**config.mk**
```make
export PLATFORM = sky130hd
export DESIGN_NAME = cce_top
export DESIGN_NICKNAME = d
export VERILOG_FILES = /design/src/logic/cce_msg_pkg.sv /design/src/logic/cce_inst_pkg.sv /design/src/logic/cce_ucode_ram.sv /design/src/logic/cce_inst_decode.sv /design/src/logic/cce_execute.sv /design/src/logic/cce_result.sv /design/src/logic/cce_top.sv
export SDC_FILE = /design/constraint.sdc
export NUM_CORES = 2
export LEC_CHECK = 0
export BUFFER_PORTS_ARGS = -buffer_cell sky130_fd_sc_hd__buf_2
export CAP_MARGIN = 20
export CORE_ASPECT_RATIO = 0.6
export CORE_MARGIN = 3
export CORE_UTILIZATION = 46
export CTS_CLUSTER_SIZE = 25
export DETAILED_ROUTE_END_ITERATION = 16
export SYNTH_ARGS = -nofsm -noshare
export SYNTH_HDL_FRONTEND = slang
export SYNTH_SLANG_ARGS = --single-unit
```
**constraint.sdc**
```tcl
create_clock -name clk_i -period 5.32 [get_ports clk_i]
set_clock_uncertainty 0.15 [all_clocks]
set_input_delay 0.798 -clock clk_i [delete_from_list [all_inputs] [get_ports clk_i]]
set_output_delay 0.798 -clock clk_i [all_outputs]
set_load 0.005 [all_outputs]
```
**src/logic/cce_msg_pkg.sv**
```systemverilog
`default_nettype none

package cce_msg_pkg;

  localparam int unsigned addr_width   = 16;
  localparam int unsigned lce_id_width = 2;
  localparam int unsigned wb_adr_width = 7;
  localparam int unsigned wb_dat_width = 24;

  typedef logic [addr_width-1:0]   addr_t;
  typedef logic [lce_id_width-1:0] lce_id_t;

  typedef enum logic [0:0] {
    e_req_rd = 1'b0,
    e_req_wr = 1'b1
  } lce_req_type_e;

  typedef enum logic [1:0] {
    e_cmd_set_shared = 2'd0,
    e_cmd_set_excl   = 2'd1,
    e_cmd_invalidate = 2'd2,
    e_cmd_writeback  = 2'd3
  } lce_cmd_type_e;

  typedef struct packed {
    lce_id_t       lce_id;
    lce_req_type_e req_type;
    addr_t         addr;
  } lce_req_t;

  typedef struct packed {
    lce_id_t       dst_id;
    lce_cmd_type_e cmd_type;
    addr_t         addr;
  } lce_cmd_t;

  // Classic Wishbone for the configuration port only
  typedef struct packed {
    logic                    cyc;
    logic                    stb;
    logic                    we;
    logic [wb_adr_width-1:0] adr;
    logic [wb_dat_width-1:0] dat;
  } wb_req_t;

  typedef struct packed {
    logic [wb_dat_width-1:0] dat;
    logic                    ack;
  } wb_rsp_t;

  // Run-enable control register sits just above the microcode words
  localparam logic [wb_adr_width-1:0] ctrl_addr = 7'd64;

endpackage

`default_nettype wire

```
**src/logic/cce_inst_pkg.sv**
```systemverilog
`default_nettype none

package cce_inst_pkg;

  localparam int unsigned inst_width = 24;
  localparam int unsigned pc_width   = 6;
  localparam int unsigned num_gpr    = 4;
  localparam int unsigned imm_width  = 14;

  typedef logic [pc_width-1:0]                pc_t;
  typedef logic [$clog2(num_gpr)-1:0]         gpr_sel_t;
  typedef logic [cce_msg_pkg::addr_width-1:0] gpr_t;
  typedef logic [imm_width-1:0]               imm_t;

  typedef enum logic [3:0] {
    e_op_addi  = 4'd0,
    e_op_and   = 4'd1,
    e_op_jmp   = 4'd2,
    e_op_bwr   = 4'd3,
    e_op_poph  = 4'd4,
    e_op_pushc = 4'd5
  } opcode_e;

  // Microcode word as stored
  typedef struct packed {
    opcode_e  opcode;
    gpr_sel_t dst;
    gpr_sel_t src_a;
    gpr_sel_t src_b;
    imm_t     imm;
  } inst_t;

  typedef struct packed {
    logic     v;
    opcode_e  opcode;
    gpr_sel_t dst;
    gpr_sel_t src_a;
    gpr_sel_t src_b;
    imm_t     imm;
    pc_t      pc;
  } decoded_t;

  // Execute output for the register file and message unit
  typedef struct packed {
    logic                       v;
    opcode_e                    opcode;
    gpr_sel_t                   dst;
    gpr_t                       value;
    cce_msg_pkg::lce_cmd_type_e cmd_type;
    logic                       taken;
  } ex_result_t;

endpackage

`default_nettype wire

```
**src/logic/cce_ucode_ram.sv**
```systemverilog
`default_nettype none

module cce_ucode_ram (
  input  logic                 clk_i,
  input  logic                 arst_n_i,
  input  cce_msg_pkg::wb_req_t wb_req_i,
  output cce_msg_pkg::wb_rsp_t wb_rsp_o,
  input  logic                 stall_i,
  input  logic                 flush_i,
  input  cce_inst_pkg::pc_t    redirect_pc_i,
  output cce_inst_pkg::inst_t  inst_o,
  output cce_inst_pkg::pc_t    inst_pc_o,
  output logic                 inst_v_o
);
  import cce_msg_pkg::*;
  import cce_inst_pkg::*;

  logic [inst_width-1:0]   ucode_mem [2**pc_width];
  logic                    run_en_q;
  logic                    ack_q;
  logic [wb_dat_width-1:0] rd_dat_q;
  pc_t                     fetch_pc_q;
  inst_t                   inst_q;
  pc_t                     inst_pc_q;
  logic                    inst_v_q;
  logic                    wb_access;
  logic                    wb_is_ctrl;
  pc_t                     wb_word;

  // New access only while no ack is out
  assign wb_access  = wb_req_i.cyc && wb_req_i.stb && !ack_q;
  assign wb_is_ctrl = (wb_req_i.adr == ctrl_addr);
  assign wb_word    = wb_req_i.adr[pc_width-1:0];

  always_ff @(posedge clk_i or negedge arst_n_i) begin
    if (!arst_n_i) begin
      ack_q    <= 1'b0;
      run_en_q <= 1'b0;
    end else begin
      ack_q <= wb_access;
      if (wb_access && wb_req_i.we && wb_is_ctrl) begin
        run_en_q <= wb_req_i.dat[0];
      end
    end
  end

  // Store write and read-back
  always_ff @(posedge clk_i) begin
    if (wb_access) begin
      if (wb_req_i.we && (wb_req_i.adr < ctrl_addr)) begin
        ucode_mem[wb_word] <= wb_req_i.dat;
      end
      rd_dat_q <= wb_is_ctrl ? {{(wb_dat_width-1){1'b0}}, run_en_q} : ucode_mem[wb_word];
    end
  end

  // Fetch PC with static not-taken prediction
  always_ff @(posedge clk_i or negedge arst_n_i) begin
    if (!arst_n_i) begin
      fetch_pc_q <= '0;
      inst_v_q   <= 1'b0;
    end else if (!run_en_q) begin
      fetch_pc_q <= '0;
      inst_v_q   <= 1'b0;
    end else if (flush_i) begin
      fetch_pc_q <= redirect_pc_i;
      inst_v_q   <= 1'b0;
    end else if (!stall_i) begin
      fetch_pc_q <= fetch_pc_q + pc_t'(1);
      inst_v_q   <= 1'b1;
    end
  end

  always_ff @(posedge clk_i) begin
    if (!stall_i) begin
      inst_q    <= inst_t'(ucode_mem[fetch_pc_q]);
      inst_pc_q <= fetch_pc_q;
    end
  end

  assign wb_rsp_o.dat = rd_dat_q;
  assign wb_rsp_o.ack = ack_q;
  assign inst_o       = inst_q;
  assign inst_pc_o    = inst_pc_q;
  assign inst_v_o     = inst_v_q;

  a_ack_single: assert property (@(posedge clk_i) disable iff (!arst_n_i)
    ack_q |=> !ack_q);

  a_ack_after_stb: assert property (@(posedge clk_i) disable iff (!arst_n_i)
    ack_q |-> $past(wb_req_i.cyc && wb_req_i.stb));

endmodule

`default_nettype wire

```
**src/logic/cce_inst_decode.sv**
```systemverilog
`default_nettype none

module cce_inst_decode (
  input  logic                   clk_i,
  input  logic                   arst_n_i,
  input  cce_inst_pkg::inst_t    inst_i,
  input  cce_inst_pkg::pc_t      inst_pc_i,
  input  logic                   inst_v_i,
  input  logic                   stall_i,
  input  logic                   flush_i,
  output cce_inst_pkg::decoded_t decoded_o
);
  import cce_inst_pkg::*;

  logic  v_q;
  inst_t inst_q;
  pc_t   pc_q;

  // Valid bit is killed by a taken branch in execute
  always_ff @(posedge clk_i or negedge arst_n_i) begin
    if (!arst_n_i) begin
      v_q <= 1'b0;
    end else if (flush_i) begin
      v_q <= 1'b0;
    end else if (!stall_i) begin
      v_q <= inst_v_i;
    end
  end

  always_ff @(posedge clk_i) begin
    if (!stall_i) begin
      inst_q <= inst_i;
      pc_q   <= inst_pc_i;
    end
  end

  // Field split of the held word
  always_comb begin
    decoded_o.v      = v_q;
    decoded_o.opcode = inst_q.opcode;
    decoded_o.dst    = inst_q.dst;
    decoded_o.src_a  = inst_q.src_a;
    decoded_o.src_b  = inst_q.src_b;
    decoded_o.imm    = inst_q.imm;
    decoded_o.pc     = pc_q;
  end

  a_legal_opcode: assert property (@(posedge clk_i) disable iff (!arst_n_i)
    decoded_o.v |-> decoded_o.opcode inside {e_op_addi, e_op_and, e_op_jmp,
                                             e_op_bwr, e_op_poph, e_op_pushc});

endmodule

`default_nettype wire

```
**src/logic/cce_execute.sv**
```systemverilog
`default_nettype none

module cce_execute (
  input  cce_inst_pkg::decoded_t                      decoded_i,
  input  cce_inst_pkg::gpr_t [cce_inst_pkg::num_gpr-1:0] gpr_i,
  input  cce_msg_pkg::lce_req_type_e                  mshr_req_type_i,
  input  logic                                        stall_i,
  output cce_inst_pkg::ex_result_t                    result_o,
  output logic                                        flush_o,
  output cce_inst_pkg::pc_t                           redirect_pc_o
);
  import cce_msg_pkg::*;
  import cce_inst_pkg::*;

  gpr_t src_a_val;
  gpr_t src_b_val;
  gpr_t alu_res;
  logic taken;

  assign src_a_val = gpr_i[decoded_i.src_a];
  assign src_b_val = gpr_i[decoded_i.src_b];

  // ALU and branch resolution
  // pushc and poph fall through with src_a as the value
  always_comb begin
    alu_res = src_a_val;
    taken   = 1'b0;
    case (decoded_i.opcode)
      e_op_addi: begin
        alu_res = src_a_val + gpr_t'(decoded_i.imm);
      end
      e_op_and: begin
        alu_res = src_a_val & src_b_val;
      end
      e_op_jmp: begin
        taken = 1'b1;
      end
      e_op_bwr: begin
        taken = (mshr_req_type_i == e_req_wr);
      end
      default: begin
        taken = 1'b0;
      end
    endcase
  end

  always_comb begin
    result_o.v        = decoded_i.v;
    result_o.opcode   = decoded_i.opcode;
    result_o.dst      = decoded_i.dst;
    result_o.value    = alu_res;
    result_o.cmd_type = lce_cmd_type_e'(decoded_i.imm[1:0]);
    result_o.taken    = decoded_i.v && taken;
  end

  // Any taken branch redirects under static not-taken prediction
  assign flush_o       = decoded_i.v && taken && !stall_i;
  assign redirect_pc_o = decoded_i.imm[pc_width-1:0];

endmodule

`default_nettype wire

```
**src/logic/cce_result.sv**
```systemverilog
`default_nettype none

module cce_result (
  input  logic                                           clk_i,
  input  logic                                           arst_n_i,
  input  cce_inst_pkg::ex_result_t                       result_i,
  input  cce_msg_pkg::lce_req_t                          lce_req_i,
  input  logic                                           lce_req_v_i,
  output logic                                           lce_req_yumi_o,
  output cce_msg_pkg::lce_cmd_t                          lce_cmd_o,
  output logic                                           lce_cmd_v_o,
  input  logic                                           lce_cmd_ready_i,
  output cce_inst_pkg::gpr_t [cce_inst_pkg::num_gpr-1:0] gpr_o,
  output cce_msg_pkg::lce_req_type_e                     mshr_req_type_o,
  output logic                                           stall_o
);
  import cce_msg_pkg::*;
  import cce_inst_pkg::*;

  gpr_t [num_gpr-1:0] gpr_q;
  lce_id_t            mshr_lce_q;
  lce_req_type_e      mshr_type_q;
  lce_cmd_t           cmd_q;
  logic               cmd_v_q;
  logic               is_alu;
  logic               is_poph;
  logic               is_pushc;
  logic               cmd_held;
  logic               cmd_load;

  assign is_alu   = result_i.v && (result_i.opcode inside {e_op_addi, e_op_and});
  assign is_poph  = result_i.v && (result_i.opcode == e_op_poph);
  assign is_pushc = result_i.v && (result_i.opcode == e_op_pushc);

  // Previous command still waiting on the LCE
  assign cmd_held = cmd_v_q && !lce_cmd_ready_i;
  assign cmd_load = is_pushc && !cmd_held;

  assign stall_o        = (is_poph && !lce_req_v_i) || (is_pushc && cmd_held);
  assign lce_req_yumi_o = is_poph && lce_req_v_i;

  always_ff @(posedge clk_i or negedge arst_n_i) begin
    if (!arst_n_i) begin
      gpr_q       <= '0;
      mshr_lce_q  <= '0;
      mshr_type_q <= e_req_rd;
      cmd_v_q     <= 1'b0;
    end else begin
      if (is_alu) begin
        gpr_q[result_i.dst] <= result_i.value;
      end
      // Popped request fills the MSHR and the destination GPR
      if (lce_req_yumi_o) begin
        gpr_q[result_i.dst] <= lce_req_i.addr;
        mshr_lce_q          <= lce_req_i.lce_id;
        mshr_type_q         <= lce_req_i.req_type;
      end
      if (cmd_load) begin
        cmd_v_q <= 1'b1;
      end else if (lce_cmd_ready_i) begin
        cmd_v_q <= 1'b0;
      end
    end
  end

  always_ff @(posedge clk_i) begin
    if (cmd_load) begin
      cmd_q.dst_id   <= mshr_lce_q;
      cmd_q.cmd_type <= result_i.cmd_type;
      cmd_q.addr     <= result_i.value;
    end
  end

  assign gpr_o           = gpr_q;
  assign mshr_req_type_o = mshr_type_q;
  assign lce_cmd_o       = cmd_q;
  assign lce_cmd_v_o     = cmd_v_q;

  a_cmd_stable: assert property (@(posedge clk_i) disable iff (!arst_n_i)
    lce_cmd_v_o && !lce_cmd_ready_i |=> lce_cmd_v_o && $stable(lce_cmd_o));

  a_yumi_needs_v: assert property (@(posedge clk_i) disable iff (!arst_n_i)
    lce_req_yumi_o |-> lce_req_v_i);

endmodule

`default_nettype wire

```
**src/logic/cce_top.sv**
```systemverilog
`default_nettype none

module cce_top (
  input  logic                  clk_i,
  input  logic                  arst_n_i,
  input  cce_msg_pkg::wb_req_t  wb_req_i,
  output cce_msg_pkg::wb_rsp_t  wb_rsp_o,
  input  cce_msg_pkg::lce_req_t lce_req_i,
  input  logic                  lce_req_v_i,
  output logic                  lce_req_yumi_o,
  output cce_msg_pkg::lce_cmd_t lce_cmd_o,
  output logic                  lce_cmd_v_o,
  input  logic                  lce_cmd_ready_i
);
  import cce_msg_pkg::*;
  import cce_inst_pkg::*;

  // Fetch to decode
  inst_t              fetch_inst;
  pc_t                fetch_pc;
  logic               fetch_v;
  decoded_t           decoded;
  ex_result_t         ex_result;
  // Branch redirect back to fetch
  logic               flush;
  pc_t                redirect_pc;
  gpr_t [num_gpr-1:0] gpr;
  lce_req_type_e      mshr_req_type;
  logic               stall;

  cce_ucode_ram ucode_ram (
    .clk_i        (clk_i),
    .arst_n_i     (arst_n_i),
    .wb_req_i     (wb_req_i),
    .wb_rsp_o     (wb_rsp_o),
    .stall_i      (stall),
    .flush_i      (flush),
    .redirect_pc_i(redirect_pc),
    .inst_o       (fetch_inst),
    .inst_pc_o    (fetch_pc),
    .inst_v_o     (fetch_v)
  );

  cce_inst_decode inst_decode (
    .clk_i    (clk_i),
    .arst_n_i (arst_n_i),
    .inst_i   (fetch_inst),
    .inst_pc_i(fetch_pc),
    .inst_v_i (fetch_v),
    .stall_i  (stall),
    .flush_i  (flush),
    .decoded_o(decoded)
  );

  cce_execute execute (
    .decoded_i      (decoded),
    .gpr_i          (gpr),
    .mshr_req_type_i(mshr_req_type),
    .stall_i        (stall),
    .result_o       (ex_result),
    .flush_o        (flush),
    .redirect_pc_o  (redirect_pc)
  );

  cce_result result (
    .clk_i          (clk_i),
    .arst_n_i       (arst_n_i),
    .result_i       (ex_result),
    .lce_req_i      (lce_req_i),
    .lce_req_v_i    (lce_req_v_i),
    .lce_req_yumi_o (lce_req_yumi_o),
    .lce_cmd_o      (lce_cmd_o),
    .lce_cmd_v_o    (lce_cmd_v_o),
    .lce_cmd_ready_i(lce_cmd_ready_i),
    .gpr_o          (gpr),
    .mshr_req_type_o(mshr_req_type),
    .stall_o        (stall)
  );

endmodule

`default_nettype wire

```
# Word level (Yosys, flattened, before mapping)
# Memories as Yosys holds them, arrays and structs flattened. A register that Yosys moved wholly into a read port is not among the register bits.
# Cells that the tools add are included.
# totals
reg_bits	146
latch_bits	0
mem_bits_rw	1536
mem_bits_ro	0
in_bits	57
out_inout_bits	47
wordCells	91
n_memories	1
# memory_table
memory	depth	width	read_ports	rd_clocked_by_memory_dff	wr	line	source
ucode_ram.ucode_mem	64	24	2	1	1	cce_ucode_ram.sv:18	logic [inst_width-1:0] ucode_mem [2**pc_width];
# classes
n_addsub	2
mul	0
n_div	0
order_cmp	5
n_eq_ne	8
shifts	0
n_mux	26
bitwise_logic	1
reduce_logical	26
# ops
operator	n
64-bit bitwise mux	2
64-bit 2-to-1 mux	2
16-bit binary-select mux with 2-bit select	2
16-bit 2-to-1 mux	3
16-bit demux with 2-bit select	1
16-bit case mux with 2 select lines	1
6-bit 2-to-1 mux	3
16-bit by 14-bit adder with 16-bit output	1
16-bit AND	1
1-bit logical AND	16
1-bit 2-to-1 mux	11
2-bit by 3-bit less-than comparator with 1-bit output, second input constant	3
4-bit by 2-bit == test with 1-bit output, second input constant	2
4-bit by 3-bit == test with 1-bit output, second input constant	2
7-bit == test, second input constant	1
7-bit less-than comparator, second input constant	1
6-bit by 1-bit adder with 6-bit output, second input constant	1
1-bit logical NOT	6
4-bit by 1-bit == test with 1-bit output, second input constant	1
4-bit logical NOT	1
2-bit nonzero test	2
3-bit inequality test, second input constant	1
2-bit by 1-bit >= comparator with 1-bit output, second input constant	1
2-bit inequality test, second input constant	1
other kinds (2)	2

# Depth between registers and ports, before layout
# depth
depth_word	8
mapped_depth	11
depth_no_buf	9

# Cells and area by module
# A second synthesis with hierarchy kept.
# hier_totals
cells_unflattened	5000
hier_area_um2	80935.1
# by_module_without_submodules
mod	n_inst	cells_each	area_each_um2	seq_area_each_um2
cce_ucode_ram	1	4314	73772.0	47971.0
cce_result	1	426	4226.6	2302.2
cce_execute	1	225	1985.7	0.0
cce_inst_decode	1	35	950.9	925.9

# Least setup slack after synthesis
# Ideal clock, no wire load.
# synth_path
kind	input -> register
from	input wb_req_i[33] in the netlist's numbering
to	memory ucode_ram.ucode_mem[12][0] (enable)
setup_time_ns	0.405
arrival_ns	3.805
t_required_ns	4.765
setup_slack_ns	0.960
path_stages	6
path_buffers	0
cell_sequence	nand2_1 > nor2_1 > nand2_1 > nor2_1 > nand3_1 > nor2_1
# synth_via
elab_chain_cells	4
# synth_rtl
element	line	source
start, declared	cce_top.sv:6	input cce_msg_pkg::wb_req_t wb_req_i,
1-bit logical AND (2 in a row)	cce_ucode_ram.sv:31	assign wb_access = wb_req_i.cyc && wb_req_i.stb && !ack_q;
net ucode_ram.wb_access	cce_ucode_ram.sv:26	logic wb_access;
1-bit 2-to-1 mux	cce_ucode_ram.sv:49	if (wb_access) begin
1-bit 2-to-1 mux (not written as such)	cce_ucode_ram.sv:51	ucode_mem[wb_word] <= wb_req_i.dat;
end, declared	cce_ucode_ram.sv:18	
# The timed path passes the listed nets, and every way through them passes these cells.

==> impl_metrics.yaml <==
grt:
  use_met3_pct: 19.4
  antenna_found_initial: 21
  grt_max_degree: 84
  grt_util_met2_pct: 44.8
  grt_use_met1_pct: 52.0
  track_usage_pct: 35.9
  grt_overflow_total: 0
  grt_pass1_vias: 49900
  top_usage_layer: "met1"
  grt_pass1_wl_um: 435000
pwr:
  p_per_area_mw_per_mm2: 316
  vdd_drop_max_uv: 250
  p_leak_nw: 28.8
sta:
  final.setup.tns_ns: 0
  hold_viol: 0
  rsz0062_at_grt: "false"
  max_freq_ghz: 0.229
  period_share_pct: 82.1
  slew_viol_final: 0
  setup_viol: 0
  tightest_slew_ns: 1.27
  layout_min_cycle_time_ns: 4.37
  whs_ns: 0.0452
  slew_headroom_pct: 15.6
yosys:
  syn_inst: 4501
  ys_ff_latch: 1706
  syn_nets: 4574
  synth_edf_count: 1628
  ys_types: 77
  async_reset_ff_share_pct: 4.57
  yosysSeqAreaShare_pct: 64.0
  synth_area_mm2: 0.0794
  yosys_warnings: 0
  syn_avg_cell_area_um2: 17.6
  synth_ff_type: "edfxtp_1"
drt:
  wl_per_cell_um: 45.2
  firstDrtPassIters: 6
  drc: 0
  ant_nets: 0
  drtIter0Drc: 11300
  routed_wl_um: 323000
  vias: 54000
  detail_route.vias_per_cell: 7.57
final_layout:
  areaGrowthSynthToFinish_pct: 14.0
  num-fill-cells: 13400
  drive_gt1_share_pct: 31.4
  final_nets: 4812
floorplanning:
  pin_count: 104
  start_util_pct: 46.6
  row_count: 117
  die_h_um: 328
  die_w_um: 542
  dieArea_mm2: 0.178
  core_mm2: 0.171
clock_tree:
  ctsRootBufferMaster: "clkbuf_16"
  clock_latency_ns: 0.83
  cts_made_buffers: 168
  htreeDepth: 4
  clock_path_buffers: 4
  cts_sinks: 1706
  cts-resized-gates: 0
  postCtsSetupBuffers: 0
  cts_tree: "yes"
  clk_pin_slew_ns: 0.06
worst_hold_path:
  hold_path.class: "in2reg"
  hold_path_depth: 3
setup_path:
  critPathRequiredTime_ns: 5.88
  critPathMaxFanout: 5
  endpoint_kind: "register"
  rr_worst_depth: 9
  start_kind: "register"
  crit_arrival_ns: 4.93
  worst-setup-path-type: "reg2reg"
flow_run:
  max_cap_viol_count: 0
run_status:
  status: "finished, final reports clean"
placement:
  place_hpwl_um: 209000
  place.gp.congestion: 0.986
  port_buffers: 103
[state kept, by name (all words and copies together) (netlist names)]
name,count
ucode_ram.inst_o,24
ucode_ram.fetch_pc_q,6
ucode_ram.ack_q,1
result.mshr_lce_q,2
ucode_ram.rd_dat_q,24
result.lce_cmd_o,20
inst_decode.decoded_o,24
inst_decode.v_q,1
ucode_ram.inst_v_o,1
ucode_ram.ucode_mem,1536
ucode_ram.run_en_q,1
result.gpr_o,64
result.lce_cmd_v_o,1
result.mshr_req_type_o,1
[cells by family (layout without fill, tap and decap cells)]
group           count (synthesis)  count (layout)  share of synthesized area [%]
compound gates                921             921                           8.12
xor+xnor                        8               8                         0.0883
fa+ha+maj                      16              16                          0.262
buf+inv                       389             749                           2.32
flops                        1706            1706                           64.0
mux                           916             916                           22.0
other cells                     0              11                              0
simple gates                  545             545                           3.16
[metal layers]
layer	vias up	routed length [µm]
met1	28000	122000
li1	19600	-
met3	822	62500
met2	5562	123000
met4	30	14500
met5	-	347
[what timing repair did]
action / 4_1_cts / 5_1_grt
setup endpoints to repair: 0 / 0
hold endpoints to repair: 29 / 0
hold buffers: 1 / 0
[metrics by stage]
stage               cells  util [%]  setup WS, ns  power, mW  cell area (µm²)
finish               7133      53.1         0.950       28.6            90500
global route         7123      53.0         0.661       29.2            90500
CTS                  7117      53.0          1.04       28.5            90300
detailed placement   6824      49.9         0.705       16.8            85100
global placement     6817      49.8         0.764       16.8            85000
floorplan            4501         -         0.960       15.9            79400
[power breakdown]
part,internal [mW],switching (mW),leakage [nW]
combinational,0.581,1.27,10.6
sequential,14.7,0.0430,15.7
clock,6.60,5.35,2.57
total,21.9,6.67,28.8
[final timing paths]
check | from | to | slack, ns
setup / recovery | inst_decode.decoded_o[22] | result.gpr_o[26] | 0.95
hold / removal | lce_req_i[17] | result.mshr_lce_q[0] | 0.05
setup reg to reg | inst_decode.decoded_o[22] | result.gpr_o[26] | 0.95
hold reg to reg | ucode_ram.inst_o[23] | inst_decode.decoded_o[29] | 0.27
max in group asynchronous | arst_n_i | result.gpr_o[35] | 3.60
min in group asynchronous | arst_n_i | result.gpr_o[44] | 0.32
[critical path: stages (launching register included)]
cell and delay (ns):
edfxtp_1 0.53, mux4_2 0.58, ha_1 0.29, fa_1 0.49, a211oi_1 0.69, o21bai_1 0.23
a221oi_1 0.49, mux2i_1 0.37, nand2_1 0.15, o221a_2 0.30
[cell usage after synthesis (all sizes together) (16+ instances only)]
cell type | n | area, µm²
a211oi | 16 | 125
a21o | 26 | 195
a21oi | 169 | 846
a221o | 24 | 240
a221oi | 148 | 1300
a22o | 33 | 289
a22oi | 151 | 1130
a31oi | 36 | 225
and3 | 44 | 275
buf | 204 | 1150
clkbuf | 163 | 612
dfrtp | 78 | 1950
edfxtp | 1628 | 48900
inv | 22 | 82.6
mux2 | 112 | 1260
mux2i | 151 | 1510
mux4 | 653 | 14700
nand2 | 181 | 679
nand3 | 31 | 155
nor2 | 182 | 686
o21ai | 155 | 776
o22ai | 51 | 319
o2bb2ai | 17 | 149
or3 | 21 | 131
[layout by cell type, fill, tap and decap left out, types with 11 or more instances in the layout]
master        n
a211oi_1     15
a21o_1       26
a21oi_1     169
a221o_1      24
a221oi_1    147
a22o_1       33
a22oi_1     151
a31oi_1      36
a32oi_1      11
and3_1       44
buf_12       81
buf_2        99
buf_4       248
bufinv_16    15
clkbuf_1     24
clkbuf_16   170
clkinv_1     34
clkinv_2     32
dfrtp_1      75
diode_2      11
edfxtp_1   1628
ha_1         15
inv_1        16
mux2_1       24
mux2_2       88
mux2i_1     151
mux4_2      653
nand2_1     181
nand3_1      30
nor2_1      109
nor2_4       69
nor3_1       11
o21ai_0     125
o21ai_1      30
o221ai_1     14
o22ai_1      51
o2bb2ai_1    17
or3_1        21
[cell type report]
cell class	count	area, µm²	area share, %
clock inverters	96	868	0.960
multi-input cells	2406	27400	30.2
clock buffers	196	4370	4.83
well taps	2261	2830	3.13
diodes	11	27.5	0.0304
flip-flops and latches	1706	50900	56.2
inverters	22	97.6	0.108
repair buffers	435	4090	4.52
No activity file was read; power rests on OpenSTA's default activity.
